--- src/ice51_consts.svh ---
`ifndef ICE51_CONSTS_SVH
`define ICE51_CONSTS_SVH

// uart timing
`define ICE51_BAUD_DIV 104 // clocks per bit, minus one

// code memory, filled over the serial line at start-up
`define ICE51_CODE_BYTES 512

// program counter and code address width
`define ICE51_PC_W 9

// r0 to r7
`define ICE51_NUM_REGS 8

`endif

--- src/code_loader.sv ---
`timescale 1ns/1ps
`include "ice51_consts.svh"

module code_loader (
   input  logic                   i_clk,
   input  logic                   i_nrst,
   input  logic                   i_wr_valid,
   input  logic [7:0]             i_wr_data,
   input  logic [`ICE51_PC_W-1:0] i_raddr,
   output logic [7:0]             o_rdata,
   output logic                   o_load_done
);

   localparam int PC_W = `ICE51_PC_W;

   logic [7:0]      mem [`ICE51_CODE_BYTES];
   logic [PC_W-1:0] wr_addr;
   logic            wr_en;

   assign wr_en = i_wr_valid && !o_load_done; // bytes after the image are dropped

   always_ff @(posedge i_clk or negedge i_nrst) begin
      if (!i_nrst) begin
         wr_addr     <= '0;
         o_load_done <= 1'b0;
      end else if (wr_en) begin
         wr_addr <= wr_addr + 1'b1;
         if (wr_addr == PC_W'(`ICE51_CODE_BYTES - 1)) o_load_done <= 1'b1;
      end
   end

   // write port from the receiver, read port for the core
   always_ff @(posedge i_clk) begin
      if (wr_en) mem[wr_addr] <= i_wr_data;
      o_rdata <= mem[i_raddr]; // one cycle latency
   end

   a_load_frozen: assert property (@(posedge i_clk) disable iff (!i_nrst)
      o_load_done |=> o_load_done && $stable(wr_addr));

endmodule

--- config.mk ---
export PLATFORM = sky130hd
export DESIGN_NAME = code_loader
export DESIGN_NICKNAME = d
export VERILOG_FILES = /design/src/code_loader.sv
export VERILOG_INCLUDE_DIRS = /design/src /design/src/src
export SDC_FILE = /design/constraint.sdc
export NUM_CORES = 2
export LEC_CHECK = 0
export CAP_MARGIN = 5
export CORE_MARGIN = 5
export CORE_UTILIZATION = 50
export DETAILED_ROUTE_END_ITERATION = 10
export DONT_BUFFER_PORTS = 1
export HOLD_SLACK_MARGIN = 0.02
export PLACE_DENSITY = 0.64
export SETUP_SLACK_MARGIN = 0.1
export SLEW_MARGIN = 20
export SYNTH_ARGS = -nofsm -noshare
export SYNTH_HDL_FRONTEND = slang
export SYNTH_SLANG_ARGS = --single-unit
--- constraint.sdc ---
create_clock -name i_clk -period 2.4 [get_ports i_clk]
set_input_delay 0.12 -clock i_clk [delete_from_list [all_inputs] [get_ports i_clk]]
set_output_delay 0.12 -clock i_clk [all_outputs]
set_load 0.1 [all_outputs]
Word-level counts from Yosys, hierarchy flattened
Memory sizes are Yosys's and may differ from the RTL's. A register that Yosys moved wholly into a read port is not among the register bits.
Index checks and enable logic that the tools add are counted.
{"block": "totals", "regBits": 10, "ramBits": 4096, "in_bits": 20, "output_inout_bits": 9, "word_cells": 10, "n_memories": 1}
{"name": "mem", "depth": 512, "word_bits": 8, "rd": 1, "rd_ports_with_merged_regs": 1, "write_ports": 1, "line_no": "code_loader.sv:16", "rtl": "logic [7:0] mem [`ICE51_CODE_BYTES];"}
{"block": "op_classes", "add_sub_neg": 1, "eq_ne": 1, "muxes": 2, "n_reduce_logical": 3}
{"op": "adder 9 x 1 -> 9 bit (second input constant)", "n": 1}
{"op": "== test 9 bit (second input constant)", "n": 1}
{"op": "two-way mux 1 bit", "n": 2}
{"op": "AND reduction 2 bit", "n": 1}
{"op": "logical AND 1 bit", "n": 1}
{"op": "zero test 1 bit", "n": 1}

Logic depth before layout (Yosys ltp)
{"block": "logic_depth", "depth_word": 4, "ltp_mapped": 13, "mapped_depth_nobuf": 7}

Worst setup path after synthesis
No wires, ideal clock.
{"block": "synth_path", "kind": "register to register", "start": "register o_load_done", "end": "memory mem[130][0], enable pin", "setup_time_ns": 0.370, "arrival_ns": 2.326, "t_required_ns": 2.030, "setup_slack_ns": -0.297, "stages_incl_launch_ff": 7, "path_buffers": 3, "period_less_slack_ns": 2.697, "cell_sequence": "dfrtp_1 nor2b_1 clkbuf_1 clkbuf_1 nand3_1 clkbuf_1 nor2_1"}
{"block": "synth_via", "elab_chain_len": 4}
{"element": "from (decl)", "line_no": "code_loader.sv:11", "rtl": "output logic o_load_done"}
{"element": "from (signal assigned)", "line_no": "code_loader.sv:25", "rtl": "o_load_done <= 1'b0;"}
{"element": "from (signal assigned)", "line_no": "code_loader.sv:28", "rtl": "if (wr_addr == PC_W'(`ICE51_CODE_BYTES - 1)) o_load_done <= 1'b1;"}
{"element": "zero test 1 bit", "line_no": "code_loader.sv:20", "rtl": "assign wr_en = i_wr_valid && !o_load_done;"}
{"element": "logical AND 1 bit", "line_no": "code_loader.sv:20"}
{"element": "two-way mux 1 bit", "line_no": "code_loader.sv:34", "rtl": "if (wr_en) mem[wr_addr] <= i_wr_data;"}
{"element": "two-way mux 1 bit (not written as such)", "line_no": "code_loader.sv:34"}
{"element": "to (decl)", "line_no": "code_loader.sv:16"}
No other way between the ends.

==> results.json <==
{
  "seq_power_share_pct": 51.4,
  "grt_antenna_before_repair": 27,
  "max_slew_margin_pct": -8.83,
  "die_area_mm2": 0.334,
  "p_leak_uw": 0.0624,
  "grt_max_degree": 708,
  "combPwrFrac_pct": 7.1,
  "setup_viol": 3,
  "hpwl_um": 245000,
  "cts_tree": "built",
  "clk_pin_slew_worst_paths_ns": 0.06,
  "violations": "hold timing, slew limit, setup timing",
  "drt_wl_total_um": 449000,
  "outcome": "finished with violations",
  "fin_tns_setup_ns": -0.0575,
  "rsz0062_at_grt": "yes",
  "drv_cap": 0,
  "wl_met3_um": 44700,
  "yosysSeqAreaShare_pct": 76.5,
  "synthDistinctLibCells": 73,
  "clk_latency_ns": 0.97,
  "yosysWarningCount": 0,
  "fin_hold_ws_ns": -0.643,
  "cp.arrival_ns": 3.29,
  "ant_nets": 0,
  "synth_edf_count": 4096,
  "top_layer": "met5",
  "layout.nets": 9277,
  "critPathKind": "in2reg",
  "p_sw_uw": 35100,
  "io_pins": 29,
  "synthesis.area_mm2": 0.161,
  "root_buffer": "clkbuf_16",
  "hold_viol": 546,
  "slew_viol_final": 58,
  "num_rows": 208,
  "vdd_drop_max_v": 0.000675,
  "finalCritPeriodShare_pct": 101,
  "die_w_um": 578,
  "syn-num-nets": 8168,
  "grt_pass1_wl_um": 634000,
  "min_period_ns": 2.43,
  "area_growth_pct": 18.2,
  "first_pass_iters": 6,
  "wl_met1_um": 172000,
  "p_int_uw": 120000,
  "met2_length_um": 213000,
  "r2r_start": "mem[167][3]$_DFFE_PP_",
  "wire_per_inst_um": 32.2,
  "hp-start": "i_wr_data[6]",
  "crit_start": "i_raddr[1]",
  "grt_usage_pct": 26.2,
  "pre_cts_ws_ns": -3.28,
  "avgSynthCellArea_um2": 19.8,
  "async_flop_share_pct": 0.243,
  "portBuffers": 0,
  "end_kind": "register",
  "overflow": 0,
  "required_ns": 3.26,
  "layout_setup_ws_ns": -0.0278,
  "start_kind": "input pin",
  "initial_core_util_pct": 50.2,
  "clock_path_buffers": 4,
  "drive_above_1_share_pct": 29.6,
  "worst_pin_slew_ns": 1.63,
  "finish.utilization_pct": 59.3,
  "p_clk_share_pct": 41.4,
  "cp_max_fo": 95,
  "fmax_ghz": 0.412,
  "finalClockSkew_ns": 0.0590,
  "routabilityCongestion": 0.870,
  "htree_levels": 5,
  "core-area_mm2": 0.321,
  "cts_sinks": 4114,
  "cts_buffers": 412,
  "hp-class": "in2reg",
  "netlist_instances": 8143,
  "die_h_um": 578,
  "grt_pass1_vias": 87000,
  "drt_iter0_markers": 11300,
  "synth_ff_type": "edfxtp_1",
  "ys_seq_elements": 4114,
  "power_density_mw_per_mm2": 813,
  "vias_per_cell": 6.26,
  "post-route-drc-count": 0,
  "num_vias": 87100,
  "swShare_pct": 22.6
}
## through the flow
stage | cell area, um^2 | std cells | total power [uW] | hold WS (ns)
floorplan | 162000 | 8143 | 86000 | -0.176
global placement | 174000 | 13100 | 90100 | -0.174
detailed placement | 174000 | 13100 | 90100 | -0.174
CTS | 189000 | 13900 | 154000 | -0.681
global route | 191000 | 13900 | 159000 | -0.689
finish | 191000 | 13900 | 155000 | -0.643
## cell families (layout without fill, tap and decap cells)
logic type | count (synthesis) | count (layout) | share of synthesized area [%]
adder cells (fa/ha/maj) | 5 | 5 | 0.0388
buffers and inverters | 525 | 1979 | 2.08
multiplexers | 1416 | 1416 | 14.2
AO/OA/AOI/OAI | 873 | 873 | 3.78
other | 0 | 15 | 0
flip-flops | 4114 | 4114 | 76.5
AND/OR/NAND/NOR | 1203 | 1203 | 3.34
XOR/XNOR | 7 | 7 | 0.0380
## cell usage after synthesis (all sizes together), types with 16 or more instances
cell type,count,area [um^2]
nand4,38,238
a21oi,124,621
nor3,173,866
a211oi,59,448
o221ai,225,1980
nor2,619,2320
edfxtp,4096,123000
mux2i,723,7240
o2bb2ai,16,140
o22ai,221,1380
buf,275,2390
clkbuf,243,941
nand3,60,305
a22oi,40,300
nor4,81,507
nand2,143,537
mux4,692,15700
o21ai,95,475
## area by class of cell
| type | count | area [um^2] |
|---|---|---|
| multi-input combinational | 3504 | 36600 |
| antenna | 15 | 37.5 |
| sequential | 4114 | 123000 |
| timing repair buffer | 1214 | 11600 |
| inverter | 6 | 32.5 |
| clock buffer | 492 | 10700 |
| fill | 23000 | 131000 |
| tap | 4305 | 5390 |
| clock inverter | 267 | 2830 |
## cells in the final DEF, fill, tap and decap left out, types with 99 or more instances in the layout
cell type and instances:
o22ai_1 215, buf_4 1043, o221ai_1 211, mux2i_1 722, nor2_4 118, a21oi_1 120, mux4_2 670, nand2_1 134
nor2_1 402, nor2_2 99, edfxtp_1 4096, nor3_1 163, clkbuf_16 422
## registers in the layout, indices dropped and copies added (netlist names)
name	cells
o_rdata	8
o_load_done	1
mem	4096
wr_addr	9
## worst max-delay path: stages
cell	delay (ns)
buf_16	0.24
clkbuf_16	0.58
mux4_2	0.27
mux2i_1	0.13
a211oi_2	0.49
a31oi_1	0.23
nor4_4	0.49
and3_1	0.21
## final timing paths
path,end,slack [ns],cells past startpoint
setup / recovery,o_rdata[2]$_DFF_P_,-0.03,8
hold / removal,mem[202][6]$_DFFE_PP_,-0.64,0
setup reg to reg,o_rdata[3]$_DFF_P_,0.03,10
hold reg to reg,wr_addr[2]$_DFFE_PN0P_,0.57,1
max in group asynchronous,o_load_done$_DFFE_PN0P_,1.43,2
min in group asynchronous,o_load_done$_DFFE_PN0P_,0.29,2
## power by group through the flow
stage | clock (uW) | sequential (uW) | combinational, uW
6_report | 64200 | 79700 | 11000
5_1_grt | 68200 | 79700 | 11300
4_1_cts | 64900 | 79700 | 9390
3_5_place_dp | 0 | 81200 | 8900
3_3_place_gp | 0 | 81200 | 8880
2_1_floorplan | 0 | 81200 | 4780
## repair_timing
item                                    in CTS  in global routing
hold buffers                                14                 11
cloned                                      28                  9
endpoints found under the setup margin     617                317
setup buffers                                4                  1
pin swaps                                   43                 22
resized for setup                          114                 75
endpoints found under the hold margin     4122               1958
## metal layers
layer / up-vias / global-route usage (%)
li1: 36100 / -
met1: 45500 / 36.6
met2: 4636 / 41.5
met3: 839 / 5.33
met4: 20 / 9.51
met5: - / 0
(Power assumes the default switching activity.)
