$ cat config.mk
export PLATFORM = sky130hd
export DESIGN_NAME = uart_rx
export DESIGN_NICKNAME = d
export VERILOG_FILES = /design/src/uart_pkg.sv /design/src/uart_rx.sv
export VERILOG_INCLUDE_DIRS = /design/src /design/src/src
export SDC_FILE = /design/constraint.sdc
export NUM_CORES = 1
export LEC_CHECK = 0
export BUFFER_PORTS_ARGS = -buffer_cell sky130_fd_sc_hd__clkbuf_2
export CAP_MARGIN = 20
export CORE_MARGIN = 2
export CORE_UTILIZATION = 55
export DETAILED_ROUTE_END_ITERATION = 10
export PLACE_DENSITY = 0.85
export SETUP_SLACK_MARGIN = 0.15
export SYNTH_ARGS = -nofsm -noshare
export SYNTH_HDL_FRONTEND = slang
export SYNTH_SLANG_ARGS = --single-unit
$ cat constraint.sdc
create_clock -name i_clk -period 2.05 [get_ports i_clk]
set_input_delay 0.3075 -clock i_clk [delete_from_list [all_inputs] [get_ports i_clk]]
set_output_delay 0.3075 -clock i_clk [all_outputs]
set_load 0.05 [all_outputs]
$ cat src/ice51_consts.svh
`ifndef ICE51_CONSTS_SVH
`define ICE51_CONSTS_SVH

// uart timing
`define ICE51_BAUD_DIV 104 // clocks per bit, minus one

// code memory, filled over the serial line at start-up
`define ICE51_CODE_BYTES 512

// program counter and code address width
`define ICE51_PC_W 9

// r0 to r7
`define ICE51_NUM_REGS 8

`endif

$ cat src/uart_pkg.sv
package uart_pkg;

   typedef enum logic [1:0] {
      RX_IDLE  = 2'b00,
      RX_START = 2'b01,
      RX_DATA  = 2'b11,
      RX_STOP  = 2'b10
   } rx_state_e;

   typedef enum logic [1:0] {
      TX_IDLE  = 2'b00,
      TX_START = 2'b01,
      TX_SEND  = 2'b10
   } tx_state_e;

endpackage

$ cat src/uart_rx.sv
`timescale 1ns/1ps
`include "ice51_consts.svh"

module uart_rx import uart_pkg::*; (
   input  logic       i_clk,
   input  logic       i_nrst,
   input  logic       i_rx,
   output logic       o_valid,
   output logic [7:0] o_data
);

   localparam int CNT_W = $clog2(`ICE51_BAUD_DIV + 1);

   rx_state_e        state;
   logic             rx_meta;
   logic             rx_sync;
   logic [CNT_W-1:0] cnt;
   logic             half_bit;
   logic             full_bit;
   logic [7:0]       shift;

   always_ff @(posedge i_clk or negedge i_nrst) begin
      if (!i_nrst) begin
         rx_meta <= 1'b1; // line idles high
         rx_sync <= 1'b1;
      end else begin
         rx_meta <= i_rx;
         rx_sync <= rx_meta;
      end
   end

   assign half_bit = (cnt == CNT_W'(`ICE51_BAUD_DIV / 2));
   assign full_bit = (cnt == CNT_W'(`ICE51_BAUD_DIV));

   always_ff @(posedge i_clk or negedge i_nrst) begin
      if (!i_nrst) begin
         state <= RX_IDLE;
         cnt   <= '0;
         shift <= '0;
      end else begin
         cnt <= cnt + 1'b1;
         case (state)
            RX_IDLE: begin
               cnt <= '0;
               if (!rx_sync) state <= RX_START;
            end
            RX_START: begin
               if (half_bit) begin
                  cnt   <= '0;
                  shift <= 8'h80; // marker walks down to bit 0
                  state <= rx_sync ? RX_IDLE : RX_DATA; // glitch, not a start bit
               end
            end
            RX_DATA: begin
               if (full_bit) begin
                  cnt   <= '0;
                  shift <= {rx_sync, shift[7:1]}; // lsb first
                  if (shift[0]) state <= RX_STOP; // marker out, 8 bits in
               end
            end
            RX_STOP: begin
               if (full_bit) state <= RX_IDLE;
            end
            default: state <= RX_IDLE;
         endcase
      end
   end

   // byte handed over on the stop bit sample
   assign o_valid = (state == RX_STOP) && full_bit;
   assign o_data  = shift;

   a_valid_pulse: assert property (@(posedge i_clk) disable iff (!i_nrst)
      o_valid |=> !o_valid);

endmodule

# After elaboration in Yosys (flattened, before gate mapping)
# Index checks and enable logic that the tools add are counted.
# classes
addsub	1
eq_ne	10
n_mux	13
n_reduce_logical	5
# ops
cell	count
7-bit one-hot mux with 3 select lines	1
8-bit two-way mux	2
8-bit one-hot mux with 2 select lines	1
7-bit two-way mux	2
2-bit two-way mux	6
2-bit != test, second input constant	5
2-bit one-hot mux with 4 select lines	1
7-bit by 1-bit adder with 7-bit output, second input constant	1
7-bit by 6-bit equality test with 1-bit output, second input constant	1
7-bit equality test, second input constant	1
5-bit AND reduction	1
2-bit equality test, second input constant	2
3-bit AND reduction	1
2-bit by 1-bit equality test with 1-bit output, second input constant	1
2-bit logical NOT	1
2-bit nonzero test	1
1-bit logical AND	1
# word_totals
register_bits	19
in_bits	3
out_inout_bits	9
wordCells	34

# Longest topological paths before layout
# depth
depth_word	3
ltp_mapped	6
ltp_nobuf	5

# Worst setup path before layout
# OpenSTA, ideal clock, no wires.
# synth_timing
path_type	register to output
from	register cnt[0]
to	output o_valid
arrival_time_ns	2.163
required_time_ns	1.742
slack_ns	-0.421
stages_incl_launch_ff	7
path_buffers	1
path_cell_list	dfrtp_1 inv_1 ha_1 and2b_1 clkbuf_1 nand2_1 nor3_1
# synth_via
elab_chain_len	2
# synth_lines
item	line	text
start: declaration	uart_rx.sv:17	logic [CNT_W-1:0] cnt;
start signal: assignment	uart_rx.sv:41	cnt <= cnt + 1'b1;
7-bit equality test	uart_rx.sv:33	assign full_bit = (cnt == CNT_W'(`ICE51_BAUD_DIV));
1-bit logical AND	uart_rx.sv:70	assign o_valid = (state == RX_STOP) && full_bit;
end: declaration	uart_rx.sv:8	output logic o_valid,
# Every way passes these cells.

# Final worst setup path
# layout_timing
from	register cnt[1]
to	output o_valid
# Same word-level chain as after synthesis.

==> results.cfg <==
[run_status]
status = completed

[timing]
relSlewSlack = 0.668
worstMarginPinSlew_ns = 0.494
setup_viol = 0
min_period_ns = 1.82
rsz0062_at_grt = no
whs_ns = 0.0740
fin_setup_tns_ns = 0
drv_slew = 0
hold_viol = 0
clock.fmax_mhz = 551
finalClockSkew_ns = 0.00115
layout_worst_path_cycle_share = 0.885

[power_and_ir_drop]
ir_worst_vdd_mv = 0.362
pwr-share-seq = 0.654
p_sw_mw = 0.127
power.leakage_nw = 0.584
internal_power_mw = 0.454
p_comb_frac = 0.017
p_per_area_nw_per_um2 = 497
p_sw_frac = 0.218
pwr-share-clk = 0.329

[synthesis]
synth_area_leaders = dfrtp_1 44%, a21oi_1 5.7%, dfstp_2 5.4%
synth_area_um2 = 973
synthMostInstantiatedCell = dfrtp_1
synth_top_area_frac = 0.437
synth-seq-cells = 19
synth-async-reset-ratio = 1.00
synth.distinct_cells = 34
synth_common_cells = 17 x dfrtp_1, 11 x a21oi_1, 11 x nand2_1, 7 x nor3_1, 5 x a211o_1
synth_fp_nets = 103
yosysWarnings = 0
synth_area_leader_cell = dfrtp_1
synth_edf_count = 0
synth_ff_type = dfrtp_1
avgSynthCellArea_um2 = 9.93
ys_seq_area_frac = 0.491
synth_cells = 98

[placement]
dp_cells = 126
portBuffers = 11
place.gp.congestion = 0.776
hpwlAfterDp_um = 1400

[drt]
ant_nets = 0
dr.pass1.iters = 4
dr_total_vias = 825
via_per_inst = 6.11
drt_wl_total_um = 2100
wl_per_cell_um = 15.5
first_iter_violations = 19
drcViolationCount = 0

[setup_path]
required_ns = 1.74
worstPathArrival_ns = 1.51
slowest_stage = dfrtp_1
critPathCaptureType = output pin
path_cells = inv_1 > ha_4 > and2b_1 > nand2_2 > nor3_4 > buf_8
cp_slowest_stage_delay_ns = 0.40
startpoint_type = register
critPathLaunch = cnt[1]$_DFF_PN0_
cp_max_fo = 4
reg2reg_from = cnt[1]$_DFF_PN0_
worstSetupPathType = reg -> out

[finish]
seqCellArea_um2 = 478
area.growth.synth_to_final_pct = 20.1
nFillCells = 132
n_antenna_cell = 0
finalNonFillerCells = 135
nets = 124
multi_input_area_um2 = 484
final_layout_size_suffix_gt1_frac = 0.263

[worst_hold_path]
min_from = i_rx
hold_class = in -> reg

[floorplanning]
fp.coreArea_um2 = 1690
rows = 15
die_h_um = 46.1
start_util = 0.576
ios = 12
fp.dieW_um = 46.1
die_area_um2 = 2120

[grt]
grt_util_all_layers = 0.216
first_global_vias = 768
grt_pass1_wl_um = 3260
grt_max_degree = 20
antenna_found_initial = 0
grt_overflow = 0

[flow_run]
cap_violations = 0

[cts]
clk_pin_slew_ns = 0.11
root_buffer = clkbuf_4
cts.sink_count = 19
cts_tree = yes
insertion_delay_ns = 0.30
h-tree-depth = 1
clock_path_buffers = 2
cts_buffers = 3
flip-flops by register name, summed over array words and instances, names as in the netlist:
register	cells
rx_meta	1
rx_sync	1
cnt	7
o_data	8
state	2
layout by cell type, fill, tap and decap left out, types with 2 or more instances in the layout:
cell	n
a22oi_1	2
nor2_1	3
dfstp_2	2
nor3_1	6
or3_1	2
nand2_1	10
xor2_1	2
clkbuf_4	3
dfrtp_1	17
clkbuf_2	10
inv_1	4
a21oi_1	11
a211o_1	5
o21ai_0	2
nand3_1	4
buf_4	9
a221o_1	2
power by group through the flow:
| stage | logic, mW | clock network [mW] | registers [mW] |
|---|---|---|---|
| finish | 0.00998 | 0.191 | 0.379 |
| floorplan | 0.0000330 | 0 | 0.386 |
| detailed placement | 0.00894 | 0 | 0.387 |
| global placement | 0.00865 | 0 | 0.387 |
| CTS | 0.0104 | 0.191 | 0.380 |
| global route | 0.0118 | 0.207 | 0.380 |
logic make-up (layout without fill, tap and decap cells):
logic type	Yosys count	in the layout	share of synthesized area
AO/OA/AOI/OAI	30	30	0.234
XOR/XNOR	3	3	0.0270
adder cells (fa/ha/maj)	2	2	0.0257
buffers and inverters	9	29	0.0386
flip-flops	19	19	0.491
AND/OR/NAND/NOR	35	35	0.184
timing repair:
action                     CTS  global route
hold endpoints to repair    17             0
setup endpoints to repair    1             1
buffers inserted             2             2
resized for setup            3             3
hold buffers                 1             0
pin swaps                    0             1
through the flow:
| stage | area (µm²) | worst slack [ns] | total power, mW | utilization |
|---|---|---|---|---|
| 4_1_cts | 1140 | 0.165 | 0.581 | 0.675 |
| 3_5_place_dp | 1080 | 0.296 | 0.396 | 0.637 |
| 5_1_grt | 1170 | 0.166 | 0.599 | 0.692 |
| 2_1_floorplan | 985 | 0.169 | 0.386 | - |
| 6_report | 1170 | 0.235 | 0.580 | 0.692 |
| 3_3_place_gp | 1080 | 0.377 | 0.395 | 0.637 |
final cells by class:
type                       count  share of cell area
clock inverter                 1             0.00428
sequential                    19               0.409
inverter                       4              0.0128
multi-input combinational     70               0.414
clock buffer                   3              0.0193
tap                           17              0.0182
timing repair buffer          21               0.122
layer usage:
layer,share of wire,vias up,global-route usage
met5,0,-,0
li1,-,404,-
met1,0.45,384,0.284
met2,0.50,33,0.342
met4,0.010,0,0.126
met3,0.043,4,0.0235
worst max-delay path: cells and delay by family (launching register included):
kind,cells,cell delay [ns]
adder cells (fa/ha/maj),1,0.16
flip-flops,1,0.40
AND/OR/NAND/NOR,3,0.39
buffers and inverters,2,0.26
worst paths after layout:
| kind | slack [ns] | to | cells past startpoint |
|---|---|---|---|
| worst max-delay path | 0.23 | o_valid | 6 |
| max in group asynchronous | 1.22 | rx_sync$_DFF_PN1_ | 2 |
| min in group asynchronous | 0.48 | o_data[5]$_DFFE_PN0P_ | 2 |
| worst max register to register | 0.37 | o_data[0]$_DFFE_PN0P_ | 5 |
| worst min register to register | 0.36 | rx_sync$_DFF_PN1_ | 0 |
| worst min-delay path | 0.07 | rx_meta$_DFF_PN1_ | 1 |
Power figures use the tool's default switching activity.
