==> src/ice51_consts.svh <==
`ifndef ICE51_CONSTS_SVH
`define ICE51_CONSTS_SVH

// uart timing
`define ICE51_BAUD_DIV 104 // clocks per bit, minus one

// code memory, filled over the serial line at start-up
`define ICE51_CODE_BYTES 512

// program counter and code address width
`define ICE51_PC_W 9

// r0 to r7
`define ICE51_NUM_REGS 8

`endif

==> src/uart_pkg.sv <==
package uart_pkg;

   typedef enum logic [1:0] {
      RX_IDLE  = 2'b00,
      RX_START = 2'b01,
      RX_DATA  = 2'b11,
      RX_STOP  = 2'b10
   } rx_state_e;

   typedef enum logic [1:0] {
      TX_IDLE  = 2'b00,
      TX_START = 2'b01,
      TX_SEND  = 2'b10
   } tx_state_e;

endpackage

==> src/uart_tx.sv <==
`timescale 1ns/1ps
`include "ice51_consts.svh"

module uart_tx import uart_pkg::*; (
   input  logic       i_clk,
   input  logic       i_nrst,
   input  logic       i_valid,
   input  logic [7:0] i_data,
   output logic       o_ready,
   output logic       o_tx
);

   localparam int CNT_W = $clog2(`ICE51_BAUD_DIV + 1);

   tx_state_e        state;
   logic [CNT_W-1:0] cnt;
   logic [3:0]       bit_cnt;
   logic             full_bit;
   logic             xfer;
   logic [7:0]       shift;

   assign o_ready  = (state == TX_IDLE);
   assign xfer     = i_valid && o_ready;
   assign full_bit = (cnt == CNT_W'(`ICE51_BAUD_DIV));

   always_ff @(posedge i_clk or negedge i_nrst) begin
      if (!i_nrst) begin
         state   <= TX_IDLE;
         cnt     <= '0;
         bit_cnt <= '0;
      end else begin
         cnt <= cnt + 1'b1;
         case (state)
            TX_IDLE: begin
               cnt     <= '0;
               bit_cnt <= '0;
               if (xfer) state <= TX_START;
            end
            TX_START: begin
               if (full_bit) begin
                  cnt   <= '0;
                  state <= TX_SEND;
               end
            end
            TX_SEND: begin
               if (full_bit) begin
                  cnt     <= '0;
                  bit_cnt <= bit_cnt + 1'b1;
                  if (bit_cnt == 4'd8) state <= TX_IDLE; // stop bit done
               end
            end
            default: state <= TX_IDLE;
         endcase
      end
   end

   // ones fill in from the top, giving the stop bit
   always_ff @(posedge i_clk) begin
      if (xfer) shift <= i_data;
      else if ((state == TX_SEND) && full_bit) shift <= {1'b1, shift[7:1]};
   end

   assign o_tx = (state == TX_IDLE)  ? 1'b1 :
                 (state == TX_START) ? 1'b0 :
                                       shift[0];

   // idle is only entered from a high stop bit
   a_idle_high: assert property (@(posedge i_clk) disable iff (!i_nrst)
      (state == TX_IDLE) |-> $past(o_tx));

endmodule

==> config.mk <==
export PLATFORM = sky130hd
export DESIGN_NAME = uart_tx
export DESIGN_NICKNAME = d
export VERILOG_FILES = /design/src/uart_pkg.sv /design/src/uart_tx.sv
export VERILOG_INCLUDE_DIRS = /design/src /design/src/src
export SDC_FILE = /design/constraint.sdc
export NUM_CORES = 1
export LEC_CHECK = 0
export BUFFER_PORTS_ARGS = -buffer_cell sky130_fd_sc_hd__buf_4
export CORE_ASPECT_RATIO = 1.4
export CORE_UTILIZATION = 28
export DETAILED_ROUTE_END_ITERATION = 12
export PLACE_DENSITY_LB_ADDON = 0.15
export SETUP_SLACK_MARGIN = 0.3
export SYNTH_ARGS = -nofsm -noshare
export SYNTH_HDL_FRONTEND = slang
export SYNTH_SLANG_ARGS = --single-unit
==> constraint.sdc <==
create_clock -name i_clk -period 1.6 [get_ports i_clk]
set_input_delay 0 -clock i_clk [delete_from_list [all_inputs] [get_ports i_clk]]
set_output_delay 0 -clock i_clk [all_outputs]
set_load 0.02 [all_outputs]
## Word level (Yosys, flattened, before mapping)

Index checks and enable logic that the tools add are counted.

- Bits in registers: 21
- RAM bits: 0
- Memories: 0
- Latch bits: 0
- Output and inout port bits: 2
- Memory bits (read-only): 0

- Magnitude comparators: 0
- Shift operators: 0
- $add $sub $neg: 2
- $mul: 0
- Divide/modulo/power cells: 0
- Bitwise logic cells: 0
- Eq/ne operators: 8
- Mux-type cells: 13
- Reductions and logical operators: 8

Operator list:

| cell | count |
|---|---|
| $mux W8 | 2 |
| $pmux W7 S2 | 1 |
| $mux W2 | 4 |
| $pmux W4 S2 | 1 |
| $add A7 B1 Y7 const B | 1 |
| $eq A7 B7 Y1 const B | 1 |
| $mux W7 | 1 |
| $ne A2 B2 Y1 const B | 3 |
| $pmux W2 S3 | 1 |
| $add A4 B1 Y4 const B | 1 |
| $eq A4 B4 Y1 const B | 1 |
| $mux W4 | 1 |
| $reduce_and A4 Y1 | 1 |
| $reduce_bool A2 Y1 | 2 |
| $eq A2 B1 Y1 const B | 1 |
| $eq A2 B2 Y1 const B | 1 |
| $logic_and A1 B1 Y1 | 2 |
| $logic_not A2 Y1 | 1 |
| $mux W1 | 2 |
| $ne A2 B1 Y1 const B | 1 |
| $reduce_and A2 Y1 | 1 |
| $reduce_or A2 Y1 | 1 |

## Depth between registers and ports, before layout

Gate-level depths: netlist of run 1.

- Depth in word-level cells: 4
- Gate-level depth with buffers: 6
- Depth with buffers taken out: 6

## Worst setup path after synthesis of run 1

No wires, ideal clock.

- Kind: reg2reg
- From: register state[1]
- To: register shift[0] (enable)
- Slack: -0.044 ns
- Stages on the path, launching flop included: 5
- Setup time: 0.329 ns
- Arrival time: 1.315 ns
- Period minus slack after synthesis: 1.644 ns
- Path through: dfrtp_1 -> inv_1 -> ha_1 -> nand2_1 -> nand2_1

- Word-level cells in the longest chain between the ends: 3

RTL lines:

| item | line | text |
|---|---|---|
| from (decl) | uart_tx.sv:15 | `tx_state_e state;` |
| from (signal assigned) | uart_tx.sv:28 | `state <= TX_IDLE;` |
| from (signal assigned) | uart_tx.sv:37 | `if (xfer) state <= TX_START;` |
| from (signal assigned) | uart_tx.sv:42 | `state <= TX_SEND;` |
| $logic_not A2 Y1 | uart_tx.sv:22 | `assign o_ready = (state == TX_IDLE);` |
| named net o_ready | uart_tx.sv:9 | `output logic o_ready,` |
| $logic_and A1 B1 Y1 | uart_tx.sv:23 | `assign xfer = i_valid && o_ready;` |
| $reduce_bool A2 Y1 (no line) | -- |  |
| to (signal assigned) | uart_tx.sv:59 | `if (xfer) shift <= i_data;` |
| to (signal assigned) | uart_tx.sv:60 | `else if ((state == TX_SEND) && full_bit) shift <= {1'b1, shift[7:1]};` |
| to (decl) | uart_tx.sv:20 | `logic [7:0] shift;` |

The timed path passes the listed nets, and every way through them passes these cells.
A chain may end at the register's enable or synchronous reset.

## Worst setup path in the final report of run 1

- From: register cnt[0]
- To: register cnt[1]

- Word-level cells in the longest chain between the ends: 3

RTL lines:

| item | line | text |
|---|---|---|
| from (decl) | uart_tx.sv:16 | `logic [CNT_W-1:0] cnt;` |
| from (signal assigned) | uart_tx.sv:32 | `cnt <= cnt + 1'b1;` |
| $add A7 B1 Y7 or $eq A7 B7 Y1 (tied branches) | uart_tx.sv:32, uart_tx.sv:24 |  |
| $mux W7 | uart_tx.sv:40, uart_tx.sv:46 |  |
| $pmux W7 S2 * | uart_tx.sv:33 | `case (state)` |

Every way passes the cells marked *; elsewhere a longest branch is shown, timed or not.

==> flow_metrics.env, run 1 <==
export IMPL_core_sq_um=3741
export IMPL_chipWidth_um=55.42
export IMPL_clk_latency_ps=260
export IMPL_peakVddDrop_uv=681.0
export IMPL_synth_fa_ha_area_frac=0.1007
export IMPL_fin_crit_ps=1468
export IMPL_relSlewSlack=0.8380
export IMPL_muxShareOfSynthArea=0.09284
export IMPL_yosysTopAreaCell="dfrtp_1"
export IMPL_clk_path_buf_depth=2
export IMPL_slew_viol_final=0
export IMPL_clock_sinks=21
export IMPL_finClkSkew_ps=6.920
export IMPL_fmax_mhz=681.3
export IMPL_portBuffers=12
export IMPL_fp_dieArea_sq_um=4255
export IMPL_drt_iter0_drc=10
export IMPL_cp_start_kind="flip-flop"
export IMPL_synth_compound_area_frac=0.07718
export IMPL_layout_drive_gt1_share=0.4672
export IMPL_synth_fp_nets=114
export IMPL_setup_violations_final=0
export IMPL_synthToLayoutAreaGrowth_pct=35.79
export IMPL_antenna_cells_inserted=0
export IMPL_ant_nets=0
export IMPL_cap_violations=0
export IMPL_cp_end_kind="flip-flop"
export IMPL_hp_class="in -> reg"
export IMPL_ys_seq_area_frac=0.5056
export IMPL_grt_max_degree=14
export IMPL_required_ps=1740
export IMPL_p_per_area_nw_per_um2=1252
export IMPL_ys_ff_latch=21
export IMPL_wl_per_cell_um=13.27
export IMPL_cts_buffers=3
export IMPL_async_flop_share=0.6190
export IMPL_crit_fanout=7
export IMPL_initial_core_util=0.2990
export IMPL_yosysWarnings=0
export IMPL_synth_common_cells="13 x dfrtp_1, 9 x ha_1, 9 x nor2_1"
export IMPL_finalCritPeriodShare=0.9174
export IMPL_synth_top_area_frac=0.2908
export IMPL_die_h_um=76.79
export IMPL_tightest_slew_ps=242.0
export IMPL_syn_inst=94
export IMPL_vias_per_cell=4.652
export IMPL_synth_area_sq_um=1119
export IMPL_cts_clk_slew_worst_paths_ps=80
export IMPL_dp_hpwl_um=1483
export IMPL_rows=26
export IMPL_path_class="reg -> reg"
export IMPL_remaining_drc_errors=0
export IMPL_final_core_util=0.4060
export IMPL_drt_first_pass_iters=4
export IMPL_grt_pass1_vias=845
export IMPL_fillers=357
export IMPL_synth_area_leaders="dfrtp_1 29%, edfxtp_1 21%, ha_1 10%, mux2_2 7.0%, xnor2_1 3.1%"
export IMPL_boundaryPins=13
export IMPL_grt_usage=0.1156
export IMPL_synth_edf_count=8
export IMPL_fin_tns_setup_ps=0
export IMPL_yosys_cell_types_count=28
export IMPL_synth_most_common_cell="dfrtp_1"
export IMPL_rsz0062_at_grt="true"
export IMPL_synthXorXnorAreaFrac=0.05481
export IMPL_power_leakage_nw=0.6446
export IMPL_ys_flop_type="dfrtp_1"
export IMPL_tritoncts="built"
export IMPL_gp_congestion=0.6536
export IMPL_synth_top_family_by_area="simple AND/OR/NAND/NOR gates"
export IMPL_wl_um=2176
export IMPL_cts_root_buf="clkbuf_8"
export IMPL_synthSimpleGateAreaFrac=0.1421
export IMPL_status="complete, no violations"
export IMPL_htreeDepth=1
export IMPL_postSynthAreaPerCell_sq_um=11.90
export IMPL_grt_pass1_wl_um=3781
export IMPL_final_nets=143
export IMPL_hold_viol=0
export IMPL_globalRouteOverflowTotal=0
export IMPL_cp_data_arrival_time_ps=1610
export IMPL_via_count=763
export IMPL_antenna_found_initial=0
layer usage:
layer | wire, um | up-vias | GRT usage
met5 | 0 | - | 0
met4 | 54 | 0 | 0.07500
met3 | 42 | 4 | 0.01518
met2 | 1178 | 9 | 0.1964
met1 | 901 | 370 | 0.1344
li1 | - | 380 | -
repair_timing:
item,4_1_cts,5_1_grt
endpoints found under the hold margin,14,0
pin swaps,6,9
endpoints found under the setup margin,29,30
cloned,1,0
hold buffers,2,0
resized for setup,3,5
setup buffers,7,2
worst max-delay path, cell delays in order, from the launching register on:
cell	delay, ps
dfrtp_1	390
inv_2	70
ha_4	130
nand4b_4	120
or2_4	310
a21oi_4	240
nor2b_1	80
layout by cell type, fill, tap and decap left out, drive strengths merged, types with 5 or more instances in the layout:
cell    count
edfxtp      8
a21oi       5
mux2        8
nand3       5
buf        22
dfrtp      13
nor2       10
inv         7
nand2       6
ha          9
power breakdown:
| group | switching [mW] | leakage, nW | internal, mW |
|---|---|---|---|
| registers | 0.0435 | 0.248 | 0.674 |
| logic | 0.395 | 0.371 | 0.437 |
| clock network | 0.178 | 0.0255 | 0.174 |
logic make-up after synthesis:
kind of cell,Yosys count
xor gates and xnor gates,7
buffers and inverters,8
adders and majority gates,9
AOI/OAI and AO/OA,12
and+or+nand+nor,28
muxes,9
DFF,21
stage by stage:
step | cell area, sq um | cells | worst slack, ps | hold slack, ps | power, mW
after floorplan | 1190 | 94 | 193.3 | -295.6 | 1.218
after CTS | 1469 | 162 | 117.5 | 21.55 | 1.851
after detailed placement | 1326 | 148 | 66.35 | -139.0 | 1.388
after global routing | 1519 | 164 | 56.14 | 28.92 | 2.043
after global placement | 1326 | 148 | 94.60 | -139.9 | 1.386
final | 1519 | 164 | 132.1 | 34.00 | 1.902
area by class of cell:
class / instances / area (sq um) / share of cell area
timing repair buffer: 24 / 201.4 / 0.1326
inverter: 7 / 26.28 / 0.01730
sequential: 21 / 566.8 / 0.3731
tap: 42 / 52.55 / 0.03460
clock inverter: 1 / 5.005 / 0.003295
multi-input combinational: 66 / 625.6 / 0.4119
clock buffer: 3 / 41.29 / 0.02718
sequential cells by signal, indices dropped and copies added (netlist names):
signal / cells
state: 2
shift: 8
bit_cnt: 4
cnt: 7
path summary, 6_finish.rpt:
check	start	endpoint	slack (ps)	cells past startpoint
worst max-delay path	cnt[0]	cnt[1]	130	6
worst min-delay path	i_data[6]	shift[6]	30	2
worst max register to register	cnt[0]	cnt[1]	130	6
worst min register to register	bit_cnt[2]	bit_cnt[2]	500	1
max in group asynchronous	i_nrst	state[1]	1300	2
min in group asynchronous	i_nrst	bit_cnt[2]	120	2
Note: power is estimated with default switching activity, not from simulation.
==> run 2: changes to the inputs <==
Settings changed: PLACE_DENSITY set to 0.56, PLACE_DENSITY_LB_ADDON 0.15 to not set.
==> run 2 against run 1 <==
Routed wire length is 3.7% lower. Maximum frequency is 0.70% higher. Clock skew is 4.2 ps lower. Worst setup slack better by 10 ps. Final cell count stayed put. Non-clock buffer count is 1 higher. Global-route usage is 1.4 points lower. Critical path depth stayed put. Final area is 1.3% lower. Sequential power is 0.6% lower. Sequential share of layout area is 0.50 points higher. Register-to-register slack hardly changed. Largest power group unchanged.
==> flow_metrics.env, run 2 (synthesized netlist as in run 1, its figures left out) <==
export IMPL_status="complete, no violations"
export IMPL_clk_latency_ps=260
export IMPL_final_core_util=0.4007
export IMPL_antenna_cells_inserted=0
export IMPL_p_per_area_nw_per_um2=1216
export IMPL_layout_drive_gt1_share=0.4672
export IMPL_grt_usage=0.1017
export IMPL_dp_hpwl_um=1502
export IMPL_power_leakage_nw=0.6569
export IMPL_tritoncts="built"
export IMPL_use_met3=0.01518
export IMPL_final_nets=143
export IMPL_rsz0062_at_grt="true"
export IMPL_globalRouteOverflowTotal=0
export IMPL_path_class="reg -> reg"
export IMPL_remaining_drc_errors=0
export IMPL_antenna_found_initial=0
export IMPL_grt_pass1_vias=796
export IMPL_hp_class="in -> reg"
export IMPL_hold_depth=2
export IMPL_core_sq_um=3741
export IMPL_clock_sinks=21
export IMPL_drt_iter0_drc=16
export IMPL_portBuffers=12
export IMPL_internal_power_mw=1.247
export IMPL_grt_use_met1=0.1008
export IMPL_layout_common_cells="24 x buf_4, 12 x dfrtp_1, 8 x nor2_1, 8 x edfxtp_1, 7 x mux2_2"
export IMPL_cts_root_buf="clkbuf_8"
export IMPL_r2r_slack_ps=140
export IMPL_boundaryPins=13
export IMPL_relSlewSlack=0.8145
export IMPL_clockPowerShare=0.190
export IMPL_ant_nets=0
export IMPL_cp_end_kind="flip-flop"
export IMPL_finClkSkew_ps=2.708
export IMPL_rows=26
export IMPL_cp_start_kind="flip-flop"
export IMPL_ff2ff_path_depth=6
export IMPL_cts_buffers=3
export IMPL_use_met2=0.2048
export IMPL_fmax_mhz=686.1
export IMPL_timing_rr_start="cnt[0]"
export IMPL_drt_first_pass_iters=3
export IMPL_holdPathEnd="shift[7]"
export IMPL_seq_power_share=0.391
export IMPL_peakVddDrop_uv=721.1
export IMPL_cts_clk_slew_worst_paths_ps=80
export IMPL_wl_um=2095
export IMPL_htreeDepth=1
export IMPL_power_frac_comb=0.419
export IMPL_cap_violations=0
export IMPL_hp_start="i_data[7]"
export IMPL_vias_per_cell=4.628
export IMPL_clk_path_buf_depth=2
export IMPL_slew_viol_final=0
export IMPL_largestRegisters="shift: 8 flops, cnt: 7 flops, bit_cnt: 4 flops"
export IMPL_synthToLayoutAreaGrowth_pct=34.00
export IMPL_grt_pass1_wl_um=3477
export IMPL_power_switching_mw=0.5760
export IMPL_die_h_um=76.79
export IMPL_setup_violations_final=0
export IMPL_top_usage_layer="met2"
export IMPL_r2r_end="state[0]"
export IMPL_gp_congestion=0.7666
export IMPL_required_ps=1740
export IMPL_fp_dieArea_sq_um=4255
export IMPL_fin_crit_ps=1458
export IMPL_regMostFlops="shift"
export IMPL_via_count=759
export IMPL_hold_viol=0
export IMPL_swShare=0.3159
export IMPL_fin_tns_setup_ps=0
export IMPL_grt_max_degree=14
export IMPL_mostFrequentLayoutCell="buf_4"
export IMPL_wl_per_cell_um=12.77
export IMPL_fillers=367
export IMPL_chipWidth_um=55.42
export IMPL_largest_reg_flops=8
export IMPL_initial_core_util=0.2990
export IMPL_cp_data_arrival_time_ps=1600
export IMPL_tightest_slew_ps=277.3
export IMPL_finalCritPeriodShare=0.9110
export IMPL_crit_fanout=6
-- run 2: changes by cell type in the layout (fill, tap and decap cells not counted), sizes merged --
cell         delta
buf             +2
clkbuf          +1
clkinv          -1
dlygate4sd3     -1
nand2           -1
-- run 2: power groups by stage --
stage	registers, mW	logic, mW	clock network (mW)
2_1_floorplan	0.729	0.489	0
3_3_place_gp	0.731	0.648	0
3_5_place_dp	0.736	0.660	0
4_1_cts	0.715	0.706	0.357
5_1_grt	0.725	0.834	0.376
6_report	0.713	0.763	0.347
-- run 2: area by class of cell --
| class | count | area (sq um) | area share |
|---|---|---|---|
| Inverter | 7 | 26.28 | 0.01753 |
| Clock buffer | 4 | 45.04 | 0.03005 |
| Multi-Input combinational cell | 65 | 618.1 | 0.4124 |
| Tap cell | 42 | 52.55 | 0.03506 |
| Sequential cell | 21 | 566.8 | 0.3781 |
| Timing Repair Buffer | 25 | 190.2 | 0.1269 |
-- run 2: layer usage --
| metal | part of all wire | up-vias |
|---|---|---|
| met5 | 0 | - |
| met4 | 0.0091 | 0 |
| met3 | 0.017 | 2 |
| met2 | 0.60 | 10 |
| met1 | 0.37 | 369 |
| li1 | - | 378 |
-- run 2: through the flow --
| step | instances | area [sq um] | setup slack (ps) | power, mW | hold slack, ps |
|---|---|---|---|---|---|
| 2_1_floorplan | 94 | 1190 | 193.3 | 1.218 | -295.6 |
| 4_1_cts | 159 | 1426 | 142.0 | 1.777 | 12.95 |
| 6_report | 164 | 1499 | 142.4 | 1.823 | 13.24 |
| 3_3_place_gp | 148 | 1326 | 117.8 | 1.379 | -144.3 |
| 5_1_grt | 164 | 1499 | 67.40 | 1.935 | 8.915 |
| 3_5_place_dp | 148 | 1326 | 81.08 | 1.396 | -141.8 |
-- run 2: repair_timing --
item / 4_1_cts / 5_1_grt
resized for setup: 0 / 7
setup endpoints to repair: 29 / 29
endpoints found under the hold margin: 13 / 0
buffers inserted: 6 / 5
pin swaps: 3 / 6
hold buffers: 1 / 0
-- run 2: worst max-delay path: stages, from the launching register on --
cell,delay [ps]
dfrtp_1,390
inv_1,60
ha_2,180
nand4b_4,130
nor2_4,190
o21ai_2,90
mux2_4,300
-- run 2: worst max path at each step --
stage	start	end	slack, ps	cells past startpoint
global placement	cnt[0]	shift[0]	120	6
floorplan	cnt[0]	state[0]	190	6
global route	cnt[0]	cnt[4]	70	6
detailed placement	cnt[0]	shift[7]	80	6
CTS	cnt[1]	state[0]	140	6
finish	cnt[0]	state[0]	140	6
